**src/decode_pkg.sv**
```systemverilog
// decode package: MIPS32 field types, opcode/funct encodings and the decode response
package decode_pkg;

    typedef logic [31:0] virt_t;
    typedef logic [31:0] inst_t;
    typedef logic [4:0]  reg_addr_t;

    localparam reg_addr_t RA_REG = 5'd31;  // link register

    // major opcodes kept by the decoder
    typedef enum logic [5:0] {
        OPC_SPECIAL = 6'b000000,
        OPC_REGIMM  = 6'b000001,
        OPC_J       = 6'b000010,
        OPC_JAL     = 6'b000011,
        OPC_BEQ     = 6'b000100,
        OPC_BNE     = 6'b000101,
        OPC_BLEZ    = 6'b000110,
        OPC_BGTZ    = 6'b000111,
        OPC_ADDI    = 6'b001000,
        OPC_ADDIU   = 6'b001001,
        OPC_SLTI    = 6'b001010,
        OPC_SLTIU   = 6'b001011,
        OPC_ANDI    = 6'b001100,
        OPC_ORI     = 6'b001101,
        OPC_XORI    = 6'b001110,
        OPC_LUI     = 6'b001111,
        OPC_COP0    = 6'b010000,
        OPC_LB      = 6'b100000,
        OPC_LH      = 6'b100001,
        OPC_LW      = 6'b100011,
        OPC_LBU     = 6'b100100,
        OPC_LHU     = 6'b100101,
        OPC_SB      = 6'b101000,
        OPC_SH      = 6'b101001,
        OPC_SW      = 6'b101011
    } opcode_e;

    // SPECIAL funct field
    typedef enum logic [5:0] {
        FN_SLL  = 6'd0,  FN_SRL   = 6'd2,  FN_SRA     = 6'd3,  FN_SLLV  = 6'd4,
        FN_SRLV = 6'd6,  FN_SRAV  = 6'd7,  FN_JR      = 6'd8,  FN_JALR  = 6'd9,
        FN_SYSCALL = 6'd12, FN_BREAK = 6'd13,
        FN_MFHI = 6'd16, FN_MTHI  = 6'd17, FN_MFLO    = 6'd18, FN_MTLO  = 6'd19,
        FN_MULT = 6'd24, FN_MULTU = 6'd25, FN_DIV     = 6'd26, FN_DIVU  = 6'd27,
        FN_ADD  = 6'd32, FN_ADDU  = 6'd33, FN_SUB     = 6'd34, FN_SUBU  = 6'd35,
        FN_AND  = 6'd36, FN_OR    = 6'd37, FN_XOR     = 6'd38, FN_NOR   = 6'd39,
        FN_SLT  = 6'd42, FN_SLTU  = 6'd43
    } funct_e;

    typedef enum logic [7:0] {
        OP_SLL, OP_SRL, OP_SRA, OP_SLLV, OP_SRLV, OP_SRAV,
        OP_JALR, OP_SYSCALL, OP_BREAK,
        OP_MFHI, OP_MTHI, OP_MFLO, OP_MTLO,
        OP_MULT, OP_MULTU, OP_DIV, OP_DIVU,
        OP_ADD, OP_ADDU, OP_SUB, OP_SUBU,
        OP_AND, OP_OR, OP_XOR, OP_NOR, OP_SLT, OP_SLTU, OP_LUI,
        OP_BLTZ, OP_BGEZ, OP_BLTZAL, OP_BGEZAL,
        OP_BEQ, OP_BNE, OP_BLEZ, OP_BGTZ,
        OP_LB, OP_LH, OP_LW, OP_LBU, OP_LHU,
        OP_SB, OP_SH, OP_SW,
        OP_JAL,
        OP_MFC0, OP_MTC0, OP_ERET,
        OP_INVALID
    } op_t;

    typedef enum logic [2:0] {
        CF_NONE, CF_BRANCH, CF_RETURN, CF_CALL, CF_JUMP
    } cf_t;

    typedef struct packed {
        inst_t     inst;
        op_t       op;
        reg_addr_t rs1;
        reg_addr_t rs2;
        reg_addr_t rd;
        logic      use_imm;
        logic      imm_signed;
        logic      is_load;
        logic      is_store;
        logic      is_multicyc;     // HI/LO unit
        logic      is_controlflow;
        cf_t       cf;
        virt_t     jump_i;          // pc + 4 + offset
        virt_t     jump_j;          // region jump
    } decode_resp_t;

endpackage

```
**src/fetch_if.sv**
```systemverilog
// fetch interface: valid/ready handshake carrying one fetched instruction and its address
interface fetch_if;
    import decode_pkg::*;

    logic  valid;
    logic  ready;
    virt_t vaddr;
    inst_t inst;

    // producer side
    modport src (
        output valid,
        output vaddr,
        output inst,
        input  ready
    );

    // consumer side
    modport dst (
        input  valid,
        input  vaddr,
        input  inst,
        output ready
    );

    // decoders only look at the payload
    modport mon (
        input vaddr,
        input inst
    );

endinterface

```
**src/decode_out_reg.sv**
```systemverilog
// decode output register: merges both decoder results and holds them under back-pressure
module decode_out_reg (
    input  logic                      clk,
    input  logic                      rst,
    fetch_if.dst                      fetch_q,
    input  decode_pkg::decode_resp_t  dec,
    input  decode_pkg::cf_t           cf,
    input  logic                      is_controlflow,
    input  decode_pkg::virt_t         jump_i,
    input  decode_pkg::virt_t         jump_j,
    output logic                      out_valid,
    input  logic                      out_ready,
    output decode_pkg::decode_resp_t  out_resp
);
    import decode_pkg::*;

    decode_resp_t merged;

    always_comb begin
        merged                = dec;
        merged.cf             = cf;
        merged.is_controlflow = is_controlflow;
        merged.jump_i         = jump_i;
        merged.jump_j         = jump_j;
    end

    assign fetch_q.ready = ~out_valid | out_ready;

    always_ff @(posedge clk) begin
        if (rst) begin
            out_valid <= 1'b0;
        end else if (fetch_q.ready) begin
            out_valid <= fetch_q.valid;
        end
    end

    always_ff @(posedge clk) begin
        if (fetch_q.valid && fetch_q.ready) begin
            out_resp <= merged;  // held while stalled
        end
    end

endmodule

```
**src/fetch_buffer.sv**
```systemverilog
// fetch buffer: one-entry pipeline register taking fetched instructions into the decode stage
module fetch_buffer (
    input  logic               clk,
    input  logic               rst,
    input  logic               in_valid,
    output logic               in_ready,
    input  decode_pkg::virt_t  in_vaddr,
    input  decode_pkg::inst_t  in_inst,
    fetch_if.src               fetch_q
);
    import decode_pkg::*;

    logic  valid_q;
    virt_t vaddr_q;
    inst_t inst_q;
    logic  accept;

    // empty, or the held word leaves this cycle
    assign in_ready = ~valid_q | fetch_q.ready;
    assign accept   = in_valid & in_ready;

    always_ff @(posedge clk) begin
        if (rst) begin
            valid_q <= 1'b0;
        end else if (in_ready) begin
            valid_q <= in_valid;
        end
    end

    // payload only moves on a transfer
    always_ff @(posedge clk) begin
        if (accept) begin
            vaddr_q <= in_vaddr;
            inst_q  <= in_inst;
        end
    end

    assign fetch_q.valid = valid_q;
    assign fetch_q.vaddr = vaddr_q;
    assign fetch_q.inst  = inst_q;

endmodule

```
**src/flow_decode.sv**
```systemverilog
// control-flow decoder: classifies branches and jumps and computes both targets
module flow_decode (
    fetch_if.mon               fetch_q,
    output decode_pkg::cf_t    cf,
    output logic               is_controlflow,
    output decode_pkg::virt_t  jump_i,
    output decode_pkg::virt_t  jump_j
);
    import decode_pkg::*;

    inst_t     inst;
    opcode_e   opcode;
    funct_e    funct;
    reg_addr_t rs, rt;
    virt_t     pc_plus4;
    logic      is_jr, is_jalr;
    logic      is_branch, is_return, is_call, is_jump;

    assign inst   = fetch_q.inst;
    assign opcode = opcode_e'(inst[31:26]);
    assign funct  = funct_e'(inst[5:0]);
    assign rs     = inst[25:21];
    assign rt     = inst[20:16];

    assign is_jr   = (opcode == OPC_SPECIAL) && (funct == FN_JR);
    assign is_jalr = (opcode == OPC_SPECIAL) && (funct == FN_JALR);

    // regimm branches are rt 0000x and 1000x
    assign is_branch = (opcode inside {OPC_BEQ, OPC_BNE, OPC_BLEZ, OPC_BGTZ})
                     || ((opcode == OPC_REGIMM) && (rt[3:1] == 3'b000));
    assign is_return = is_jr && (rs == RA_REG);
    assign is_call   = (opcode == OPC_JAL) || is_jalr
                     || ((opcode == OPC_REGIMM) && (rt[4:1] == 4'b1000));
    assign is_jump   = (opcode == OPC_J) || is_jr;

    assign is_controlflow = is_branch | is_return | is_call | is_jump;

    always_comb begin
        unique casez ({is_branch, is_return, is_call, is_jump})
            4'b1???: cf = CF_BRANCH;
            4'b01??: cf = CF_RETURN;
            4'b001?: cf = CF_CALL;
            4'b0001: cf = CF_JUMP;
            default: cf = CF_NONE;
        endcase
    end

    assign pc_plus4 = fetch_q.vaddr + 32'd4;
    assign jump_i   = pc_plus4 + {{14{inst[15]}}, inst[15:0], 2'b00};
    assign jump_j   = {pc_plus4[31:28], inst[25:0], 2'b00};

endmodule

```
**src/inst_decode_top.sv**
```systemverilog
// instruction decode stage top: fetch buffer, decoders and output register
module inst_decode_top #(
    parameter bit COP0_EN = 1'b1
) (
    input  logic                      clk,
    input  logic                      rst,
    input  logic                      in_valid,
    output logic                      in_ready,
    input  decode_pkg::virt_t         in_vaddr,
    input  decode_pkg::inst_t         in_inst,
    output logic                      out_valid,
    input  logic                      out_ready,
    output decode_pkg::decode_resp_t  out_resp
);
    import decode_pkg::*;

    decode_resp_t dec_resp;
    cf_t          cf;
    logic         is_controlflow;
    virt_t        jump_i;
    virt_t        jump_j;

    fetch_if fetch_q ();

    fetch_buffer u_fetch_buffer (
        .clk      (clk),
        .rst      (rst),
        .in_valid (in_valid),
        .in_ready (in_ready),
        .in_vaddr (in_vaddr),
        .in_inst  (in_inst),
        .fetch_q  (fetch_q.src)
    );

    op_decode #(
        .COP0_EN (COP0_EN)
    ) u_op_decode (
        .fetch_q (fetch_q.mon),
        .resp    (dec_resp)
    );

    flow_decode u_flow_decode (
        .fetch_q        (fetch_q.mon),
        .cf             (cf),
        .is_controlflow (is_controlflow),
        .jump_i         (jump_i),
        .jump_j         (jump_j)
    );

    decode_out_reg u_decode_out_reg (
        .clk            (clk),
        .rst            (rst),
        .fetch_q        (fetch_q.dst),
        .dec            (dec_resp),
        .cf             (cf),
        .is_controlflow (is_controlflow),
        .jump_i         (jump_i),
        .jump_j         (jump_j),
        .out_valid      (out_valid),
        .out_ready      (out_ready),
        .out_resp       (out_resp)
    );

endmodule

```
**src/op_decode.sv**
```systemverilog
// operation decoder: maps opcode and funct to operation, register indices and flags
module op_decode #(
    parameter bit COP0_EN = 1'b1
) (
    fetch_if.mon                      fetch_q,
    output decode_pkg::decode_resp_t  resp
);
    import decode_pkg::*;

    inst_t     inst;
    opcode_e   opcode;
    funct_e    funct;
    reg_addr_t rs, rt, rd;

    assign inst   = fetch_q.inst;
    assign opcode = opcode_e'(inst[31:26]);
    assign rs     = inst[25:21];
    assign rt     = inst[20:16];
    assign rd     = inst[15:11];
    assign funct  = funct_e'(inst[5:0]);

    always_comb begin
        resp                = '0;
        resp.inst           = inst;
        resp.op             = OP_INVALID;
        resp.imm_signed     = 1'b1;
        resp.cf             = CF_NONE;  // filled in by flow_decode

        unique case (opcode)
            OPC_SPECIAL: begin
                resp.rs1 = rs;
                resp.rs2 = rt;
                resp.rd  = rd;
                unique casez (inst[5:0])
                    6'b0110??: resp.is_multicyc = 1'b1;  // mult/div
                    6'b0100?1: resp.is_multicyc = 1'b1;  // mthi/mtlo
                    default:   resp.is_multicyc = 1'b0;
                endcase
                unique case (funct)
                    FN_SLL:     resp.op = OP_SLL;
                    FN_SRL:     resp.op = OP_SRL;
                    FN_SRA:     resp.op = OP_SRA;
                    FN_SLLV:    resp.op = OP_SLLV;
                    FN_SRLV:    resp.op = OP_SRLV;
                    FN_SRAV:    resp.op = OP_SRAV;
                    FN_JR:      resp.op = OP_JALR;  // jr shares the jalr path
                    FN_JALR:    resp.op = OP_JALR;
                    FN_SYSCALL: resp.op = OP_SYSCALL;
                    FN_BREAK:   resp.op = OP_BREAK;
                    FN_MFHI:    resp.op = OP_MFHI;
                    FN_MTHI:    resp.op = OP_MTHI;
                    FN_MFLO:    resp.op = OP_MFLO;
                    FN_MTLO:    resp.op = OP_MTLO;
                    FN_MULT:    resp.op = OP_MULT;
                    FN_MULTU:   resp.op = OP_MULTU;
                    FN_DIV:     resp.op = OP_DIV;
                    FN_DIVU:    resp.op = OP_DIVU;
                    FN_ADD:     resp.op = OP_ADD;
                    FN_ADDU:    resp.op = OP_ADDU;
                    FN_SUB:     resp.op = OP_SUB;
                    FN_SUBU:    resp.op = OP_SUBU;
                    FN_AND:     resp.op = OP_AND;
                    FN_OR:      resp.op = OP_OR;
                    FN_XOR:     resp.op = OP_XOR;
                    FN_NOR:     resp.op = OP_NOR;
                    FN_SLT:     resp.op = OP_SLT;
                    FN_SLTU:    resp.op = OP_SLTU;
                    default:    resp.op = OP_INVALID;
                endcase
            end

            OPC_REGIMM: begin
                resp.rs1     = rs;
                resp.rd      = (rt[4:1] == 4'b1000) ? RA_REG : '0;  // link forms
                resp.use_imm = 1'b1;
                unique case (rt)
                    5'b00000: resp.op = OP_BLTZ;
                    5'b00001: resp.op = OP_BGEZ;
                    5'b10000: resp.op = OP_BLTZAL;
                    5'b10001: resp.op = OP_BGEZAL;
                    default:  resp.op = OP_INVALID;
                endcase
            end

            OPC_BEQ, OPC_BNE, OPC_BLEZ, OPC_BGTZ: begin
                resp.rs1 = rs;
                resp.rs2 = rt;
                unique case (inst[27:26])
                    2'b00: resp.op = OP_BEQ;
                    2'b01: resp.op = OP_BNE;
                    2'b10: resp.op = OP_BLEZ;
                    2'b11: resp.op = OP_BGTZ;
                endcase
            end

            OPC_ADDI, OPC_ADDIU, OPC_SLTI, OPC_SLTIU,
            OPC_ANDI, OPC_ORI, OPC_XORI, OPC_LUI: begin
                resp.rs1        = rs;
                resp.rd         = rt;
                resp.use_imm    = 1'b1;
                resp.imm_signed = ~inst[28];  // logic ops zero-extend
                unique case (inst[28:26])
                    3'b000: resp.op = OP_ADD;
                    3'b001: resp.op = OP_ADDU;
                    3'b010: resp.op = OP_SLT;
                    3'b011: resp.op = OP_SLTU;
                    3'b100: resp.op = OP_AND;
                    3'b101: resp.op = OP_OR;
                    3'b110: resp.op = OP_XOR;
                    3'b111: resp.op = OP_LUI;
                endcase
            end

            OPC_LB, OPC_LH, OPC_LW, OPC_LBU, OPC_LHU: begin
                resp.rs1     = rs;
                resp.rd      = rt;
                resp.is_load = 1'b1;
                unique case (opcode)
                    OPC_LB:  resp.op = OP_LB;
                    OPC_LH:  resp.op = OP_LH;
                    OPC_LW:  resp.op = OP_LW;
                    OPC_LBU: resp.op = OP_LBU;
                    default: resp.op = OP_LHU;
                endcase
            end

            OPC_SB, OPC_SH, OPC_SW: begin
                resp.rs1      = rs;
                resp.rs2      = rt;
                resp.is_store = 1'b1;
                unique case (opcode)
                    OPC_SB:  resp.op = OP_SB;
                    OPC_SH:  resp.op = OP_SH;
                    default: resp.op = OP_SW;
                endcase
            end

            OPC_J, OPC_JAL: begin
                resp.rd = (opcode == OPC_JAL) ? RA_REG : '0;
                resp.op = OP_JAL;
            end

            OPC_COP0: begin
                if (COP0_EN) begin
                    unique case (rs)
                        5'b00000: begin
                            resp.op = OP_MFC0;
                            resp.rd = rt;
                        end
                        5'b00100: begin
                            resp.op  = OP_MTC0;
                            resp.rs1 = rt;
                        end
                        5'b10000: begin
                            resp.op = (inst[5:0] == 6'b011000) ? OP_ERET : OP_INVALID;
                        end
                        default: resp.op = OP_INVALID;
                    endcase
                end
            end

            default: resp.op = OP_INVALID;
        endcase
    end

endmodule

```
**config.mk**
```make
export PLATFORM = sky130hd
export DESIGN_NAME = inst_decode_top
export DESIGN_NICKNAME = d
export VERILOG_FILES = /design/src/decode_pkg.sv /design/src/fetch_if.sv /design/src/decode_out_reg.sv /design/src/fetch_buffer.sv /design/src/flow_decode.sv /design/src/inst_decode_top.sv /design/src/op_decode.sv
export SDC_FILE = /design/constraint.sdc
export NUM_CORES = 1
export LEC_CHECK = 0
export BUFFER_PORTS_ARGS = -buffer_cell sky130_fd_sc_hd__clkbuf_2
export CAP_MARGIN = 20
export CORE_MARGIN = 2
export CORE_UTILIZATION = 40
export DETAILED_ROUTE_END_ITERATION = 8
export RECOVER_POWER = 50
export REMOVE_ABC_BUFFERS = 1
export SETUP_SLACK_MARGIN = 0.5
export SLEW_MARGIN = 10
export SYNTH_ARGS = -nofsm -noshare
export SYNTH_HDL_FRONTEND = slang
export SYNTH_SLANG_ARGS = --single-unit
```
**constraint.sdc**
```tcl
create_clock -name clk -period 11.8 [get_ports clk]
set_input_delay 1.77 -clock clk [delete_from_list [all_inputs] [get_ports clk]]
set_output_delay 1.77 -clock clk [all_outputs]
set_load 0.02 [all_outputs]
```
---- Word-level counts from Yosys, hierarchy flattened ----
Memory sizes are Yosys's and may differ from the RTL's. A register that Yosys moved wholly into a read port is not among the register bits.
Index checks and enable logic that the tools add are counted.
Widths: inputs -> output; s select.
word-level totals
  register bits ........................... 192
  latch bits .............................. 0
  bits in writable memories ............... 0
  memory bits (read-only) ................. 416
  output and inout port bits .............. 130
  word-level logic and storage cells ...... 119
  memories kept ........................... 2
cells by class
  add/subtract/negate cells ............... 2
  $mul .................................... 0
  div/mod/pow operators ................... 0
  order comparisons ....................... 0
  eq/ne operators ......................... 42
  shift operators ......................... 0
  multiplexer cells ....................... 20
  bitwise operators ....................... 9
  reductions and logical operators ........ 26
memories
  memory            words  width  rd ports  clocked after Yosys merged registers in  write ports  RTL line          source
  (name not given)  64     6      1         1                                        0            op_decode.sv:39   unique case (funct)
  (name not given)  8      4      1         1                                        0            op_decode.sv:102  unique case (inst[28:26])
operator list
  kind                   count
  $pmux 8 s8             1
  $eq 6x4->1 const B     10
  $eq 6x6->1 const B     8
  $add 32x3->32 const B  1
  $add 32x32->32         1
  $pmux 8 s4             1
  $mux 5                 5
  $pmux 5 s5             1
  $eq 6x3->1 const B     4
  $pmux 6 s4             1
  $pmux 8 s3             1
  $reduce_or 22->1       1
  $eq 5x5->1 const B     4
  $pmux 4 s4             1
  $reduce_or 8->1        2
  $reduce_or 13->1       1
  $eq 6x2->1 const B     2
  $eq 6x5->1 const B     2
  $pmux 3 s4             1
  $logic_not 5->1        2
  $pmux 5 s2             1
  $reduce_or 9->1        1
  $eq 6x1->1 const B     1
  $logic_and 1x1->1      6
  other kinds (25)       40

---- Depth between registers and ports, before layout ----
  depth in word-level cells ............... 6
  gate-level depth with buffers ........... 13

---- Hierarchy ----
From an unflattened synthesis, not the netlist that was laid out.
unflattened totals
  cell total of the unflattened synthesis .. 877
  area, all modules ....................... 10640.2 sq um
by module, submodules not included
  module          instances  cells each  area an instance (sq um)  sequential area each (sq um)
  decode_out_reg  1          133         3898.7                    3863.7
  flow_decode     1          398         2778.9                    0.0
  op_decode       1          277         1985.7                    0.0
  fetch_buffer    1          69          1976.9                    1941.9

---- Worst setup path before layout ----
OpenSTA, ideal clock, no wires.
  path kind ............................... input to register
  from .................................... in out_ready
  to ...................................... reg, netlist name u_decode_out_reg.out_resp[100]
  library setup time ...................... 0.704 ns
  arrival ................................. 8.901 ns
  setup slack ............................. 2.195 ns
  stages on the path ...................... 2
  buffers on the path ..................... 0
  cell sequence ........................... inv_1 > a21boi_0
between the ends
  longest elaborated chain between the ends .. 2
ends and longest elaborated chain
  element            RTL line               source
  from (decl)        inst_decode_top.sv:12  input logic out_ready,
  $or 1x1->1         decode_out_reg.sv:27   assign fetch_q.ready = ~out_valid | out_ready;
  $logic_and 1x1->1  decode_out_reg.sv:38   if (fetch_q.valid && fetch_q.ready) begin
Every way passes these cells.
A chain may end at the register's enable or synchronous reset.

---- Worst setup path after layout ----
  from .................................... in out_ready
  to ...................................... reg, netlist name u_decode_out_reg.out_resp[121]
between the ends
  longest elaborated chain between the ends .. 2
ends and longest elaborated chain
  element            RTL line
  $or 1x1->1         decode_out_reg.sv:27
  $logic_and 1x1->1  decode_out_reg.sv:38
Every way passes these cells.

==> flow_metrics.env <==
export IMPL_status="finished, violations left"
export IMPL_violations="max-capacitance violations, max-slew violations"
export IMPL_power_leakage_uw=0.00392
export IMPL_setup_violations=0
export IMPL_fin_tns_setup_ns=0
export IMPL_cts_made_buffers=17
export IMPL_die_area_mm2=0.0236
export IMPL_dr_pass1_iters=5
export IMPL_switching_share_pct=29.0
export IMPL_rsz0062_at_grt="no"
export IMPL_clock_skew_ns=0.0146
export IMPL_hp_class="register to register"
export IMPL_cts_setup_buffers=0
export IMPL_cp_max_fo=72
export IMPL_layout_common_cells="162 x edfxtp_1, 107 x clkbuf_2, 86 x clkbuf_1"
export IMPL_clock_sinks=174
export IMPL_drt_iter0_drc=540
export IMPL_route_detailed_drc=0
export IMPL_syn2layout_area_growth_pct=16.5
export IMPL_max_freq_ghz=0.170
export IMPL_yosysTopAreaCell="edfxtp_1"
export IMPL_yosys_warnings=0
export IMPL_cellInternalPower_uw=1090
export IMPL_io_pins=198
export IMPL_cp_end_kind="register"
export IMPL_dieHeight_um=154
export IMPL_powerDensity_mw_per_mm2=148
export IMPL_ant_nets=0
export IMPL_finalCriticalPeriod_ns=5.88
export IMPL_syn_area_mm2=0.00897
export IMPL_num_fill_cells=2065
export IMPL_worst_slack_ns=5.92
export IMPL_hpwl_um=15800
export IMPL_die_w_um=154
export IMPL_final_util_pct=47.7
export IMPL_antenna_found_initial=0
export IMPL_pwr_share_clk_pct=35.5
export IMPL_via_per_inst=5.33
export IMPL_grt_max_degree=73
export IMPL_synth_edf_count=162
export IMPL_clkLatencyLatePin_ns=0.43
export IMPL_place_ws_ns=7.70
export IMPL_maxCapViolCount=1
export IMPL_yosysUniqueCellTypes=73
export IMPL_rows=54
export IMPL_synth_area_leaders="edfxtp_1 54%, ha_1 5.7%, xnor2_1 3.7%, a21oi_1 3.1%, dfxtp_1 2.7%"
export IMPL_drt_wl_total_um=21400
export IMPL_start_util_pct=41.0
export IMPL_yosysTopAreaCellShare_pct=54.2
export IMPL_critical_path_startpoint_type="input port"
export IMPL_critPathKind="input port to register"
export IMPL_grt_pass1_vias=6014
export IMPL_final_hold_violation_count=0
export IMPL_syn_area_per_cell_um2=11.9
export IMPL_period_share_pct=49.8
export IMPL_cts_tree="built"
export IMPL_grt_pass1_wl_um=32700
export IMPL_max_slew_margin_rel_pct=-163
export IMPL_io_buffers=193
export IMPL_wl_per_cell_um=17.6
export IMPL_cts_max_path_buffers=2
export IMPL_ys_async_sr_fraction_pct=0
export IMPL_ys_ff_latch=174
export IMPL_ys_seq_area_share_pct=56.9
export IMPL_seq_power_share_pct=49.1
export IMPL_path_clk_slew_ns=0.07
export IMPL_maxSlewViolCount=28
export IMPL_via_count=6461
export IMPL_cts_htree_levels=4
export IMPL_comb_power_share_pct=15.4
export IMPL_hold_buffers=0
export IMPL_syn_inst=751
export IMPL_grt_overflow_total=0
export IMPL_required_ns=11.85
export IMPL_drive_gt1_share_pct=16.6
export IMPL_synth_ff_type="edfxtp_1"
export IMPL_nets=1029
export IMPL_cts_root_buf="clkbuf_16"
export IMPL_antennaDiodeCount=0
export IMPL_post_cts_resized=0
export IMPL_gr_usage_all_layers_pct=17.8
export IMPL_switching_power_uw=448
export IMPL_cp_data_arrival_time_ns=5.93
export IMPL_whs_ns=0.426
export IMPL_peakVddDrop_v=0.0000882
export IMPL_tightest_slew_ns=3.90
export IMPL_core_mm2=0.0219
export IMPL_place_gp_congestion=0.864
export IMPL_layout_commonest_cell="edfxtp_1"
path summary, 6_finish.rpt:
| check | startpoint | end | slack (ns) | cells after the start |
|---|---|---|---|---|
| setup / recovery | out_ready | u_decode_out_reg.out_resp[121] | 5.92 | 4 |
| hold / removal | u_fetch_buffer.fetch_q.vaddr[0] | u_decode_out_reg.out_resp[32] | 0.43 | 0 |
| setup reg to reg | u_fetch_buffer.fetch_q.valid | u_decode_out_reg.out_resp[121] | 7.05 | 2 |
| hold reg to reg | u_fetch_buffer.fetch_q.vaddr[0] | u_decode_out_reg.out_resp[32] | 0.43 | 0 |
registers in the layout, summed over array words and instances (netlist names), named ones only:
| name | flops |
|---|---|
| u_decode_out_reg.out_resp | 98 |
| u_decode_out_reg.out_valid | 1 |
| u_fetch_buffer.fetch_q.inst | 32 |
| u_fetch_buffer.fetch_q.vaddr | 32 |
| u_fetch_buffer.fetch_q.valid | 1 |
power groups by stage:
stage	combinational [uW]	sequential, uW	clock (uW)
2_1_floorplan	137	795	0
3_3_place_gp	240	770	0
3_5_place_dp	241	771	0
4_1_cts	243	757	557
5_1_grt	261	762	584
6_report	238	757	547
critical path, stage by stage:
cell	delay, ns
clkbuf_1	0.09
inv_1	0.06
a21boi_0	2.86
buf_4	1.08
cell families (layout without fill, tap and decap cells):
group	after synthesis	after routing	share of synthesized area, %
AND/OR/NAND/NOR	225	225	12.6
XOR/XNOR	56	56	5.62
multiplexers	14	14	1.79
AO/OA/AOI/OAI	173	173	12.9
flip-flops	174	174	56.9
buffers and inverters	66	244	4.21
adder cells (fa/ha/maj)	42	42	5.94
other	1	4	0.0418
cell type report:
class | count | area (um^2) | area share [%]
clock buffers | 17 | 425 | 4.07
clock inverters | 15 | 144 | 1.38
inverters | 16 | 60.1 | 0.575
multi-input cells | 514 | 3480 | 33.3
flip-flops and latches | 174 | 5100 | 48.9
well taps | 280 | 350 | 3.35
repair buffers | 196 | 881 | 8.43
synthesized netlist by cell type (all sizes together), types with 7 or more instances:
cell	count
xnor2	38
edfxtp	162
nor2	44
nand4	13
a31oi	7
nand2	59
dfxtp	12
clkbuf	11
nor3	20
buf	39
o21ai	32
a21oi	57
and2	13
and3	13
o211ai	11
nand2b	7
inv	16
ha	41
nand3	29
mux2i	10
xor2	17
metal layers:
| metal | wire length [um] | GRT usage [%] | vias to the layer above |
|---|---|---|---|
| met5 | 0 | 0 | - |
| met4 | 318 | 5.77 | 0 |
| met3 | 1180 | 3.58 | 20 |
| met2 | 10100 | 28.4 | 233 |
| met1 | 9740 | 24.4 | 3041 |
| li1 | - | - | 3167 |
per-stage QoR:
| step | total power (uW) | area, um^2 | std cells |
|---|---|---|---|
| after detailed placement | 1010 | 10000 | 1180 |
| final | 1540 | 10400 | 1212 |
| after CTS | 1560 | 10600 | 1212 |
| after global placement | 1010 | 10000 | 1179 |
| after floorplan | 932 | 8660 | 704 |
| after global routing | 1610 | 10400 | 1212 |
Note: power is estimated with default switching activity, not from simulation.
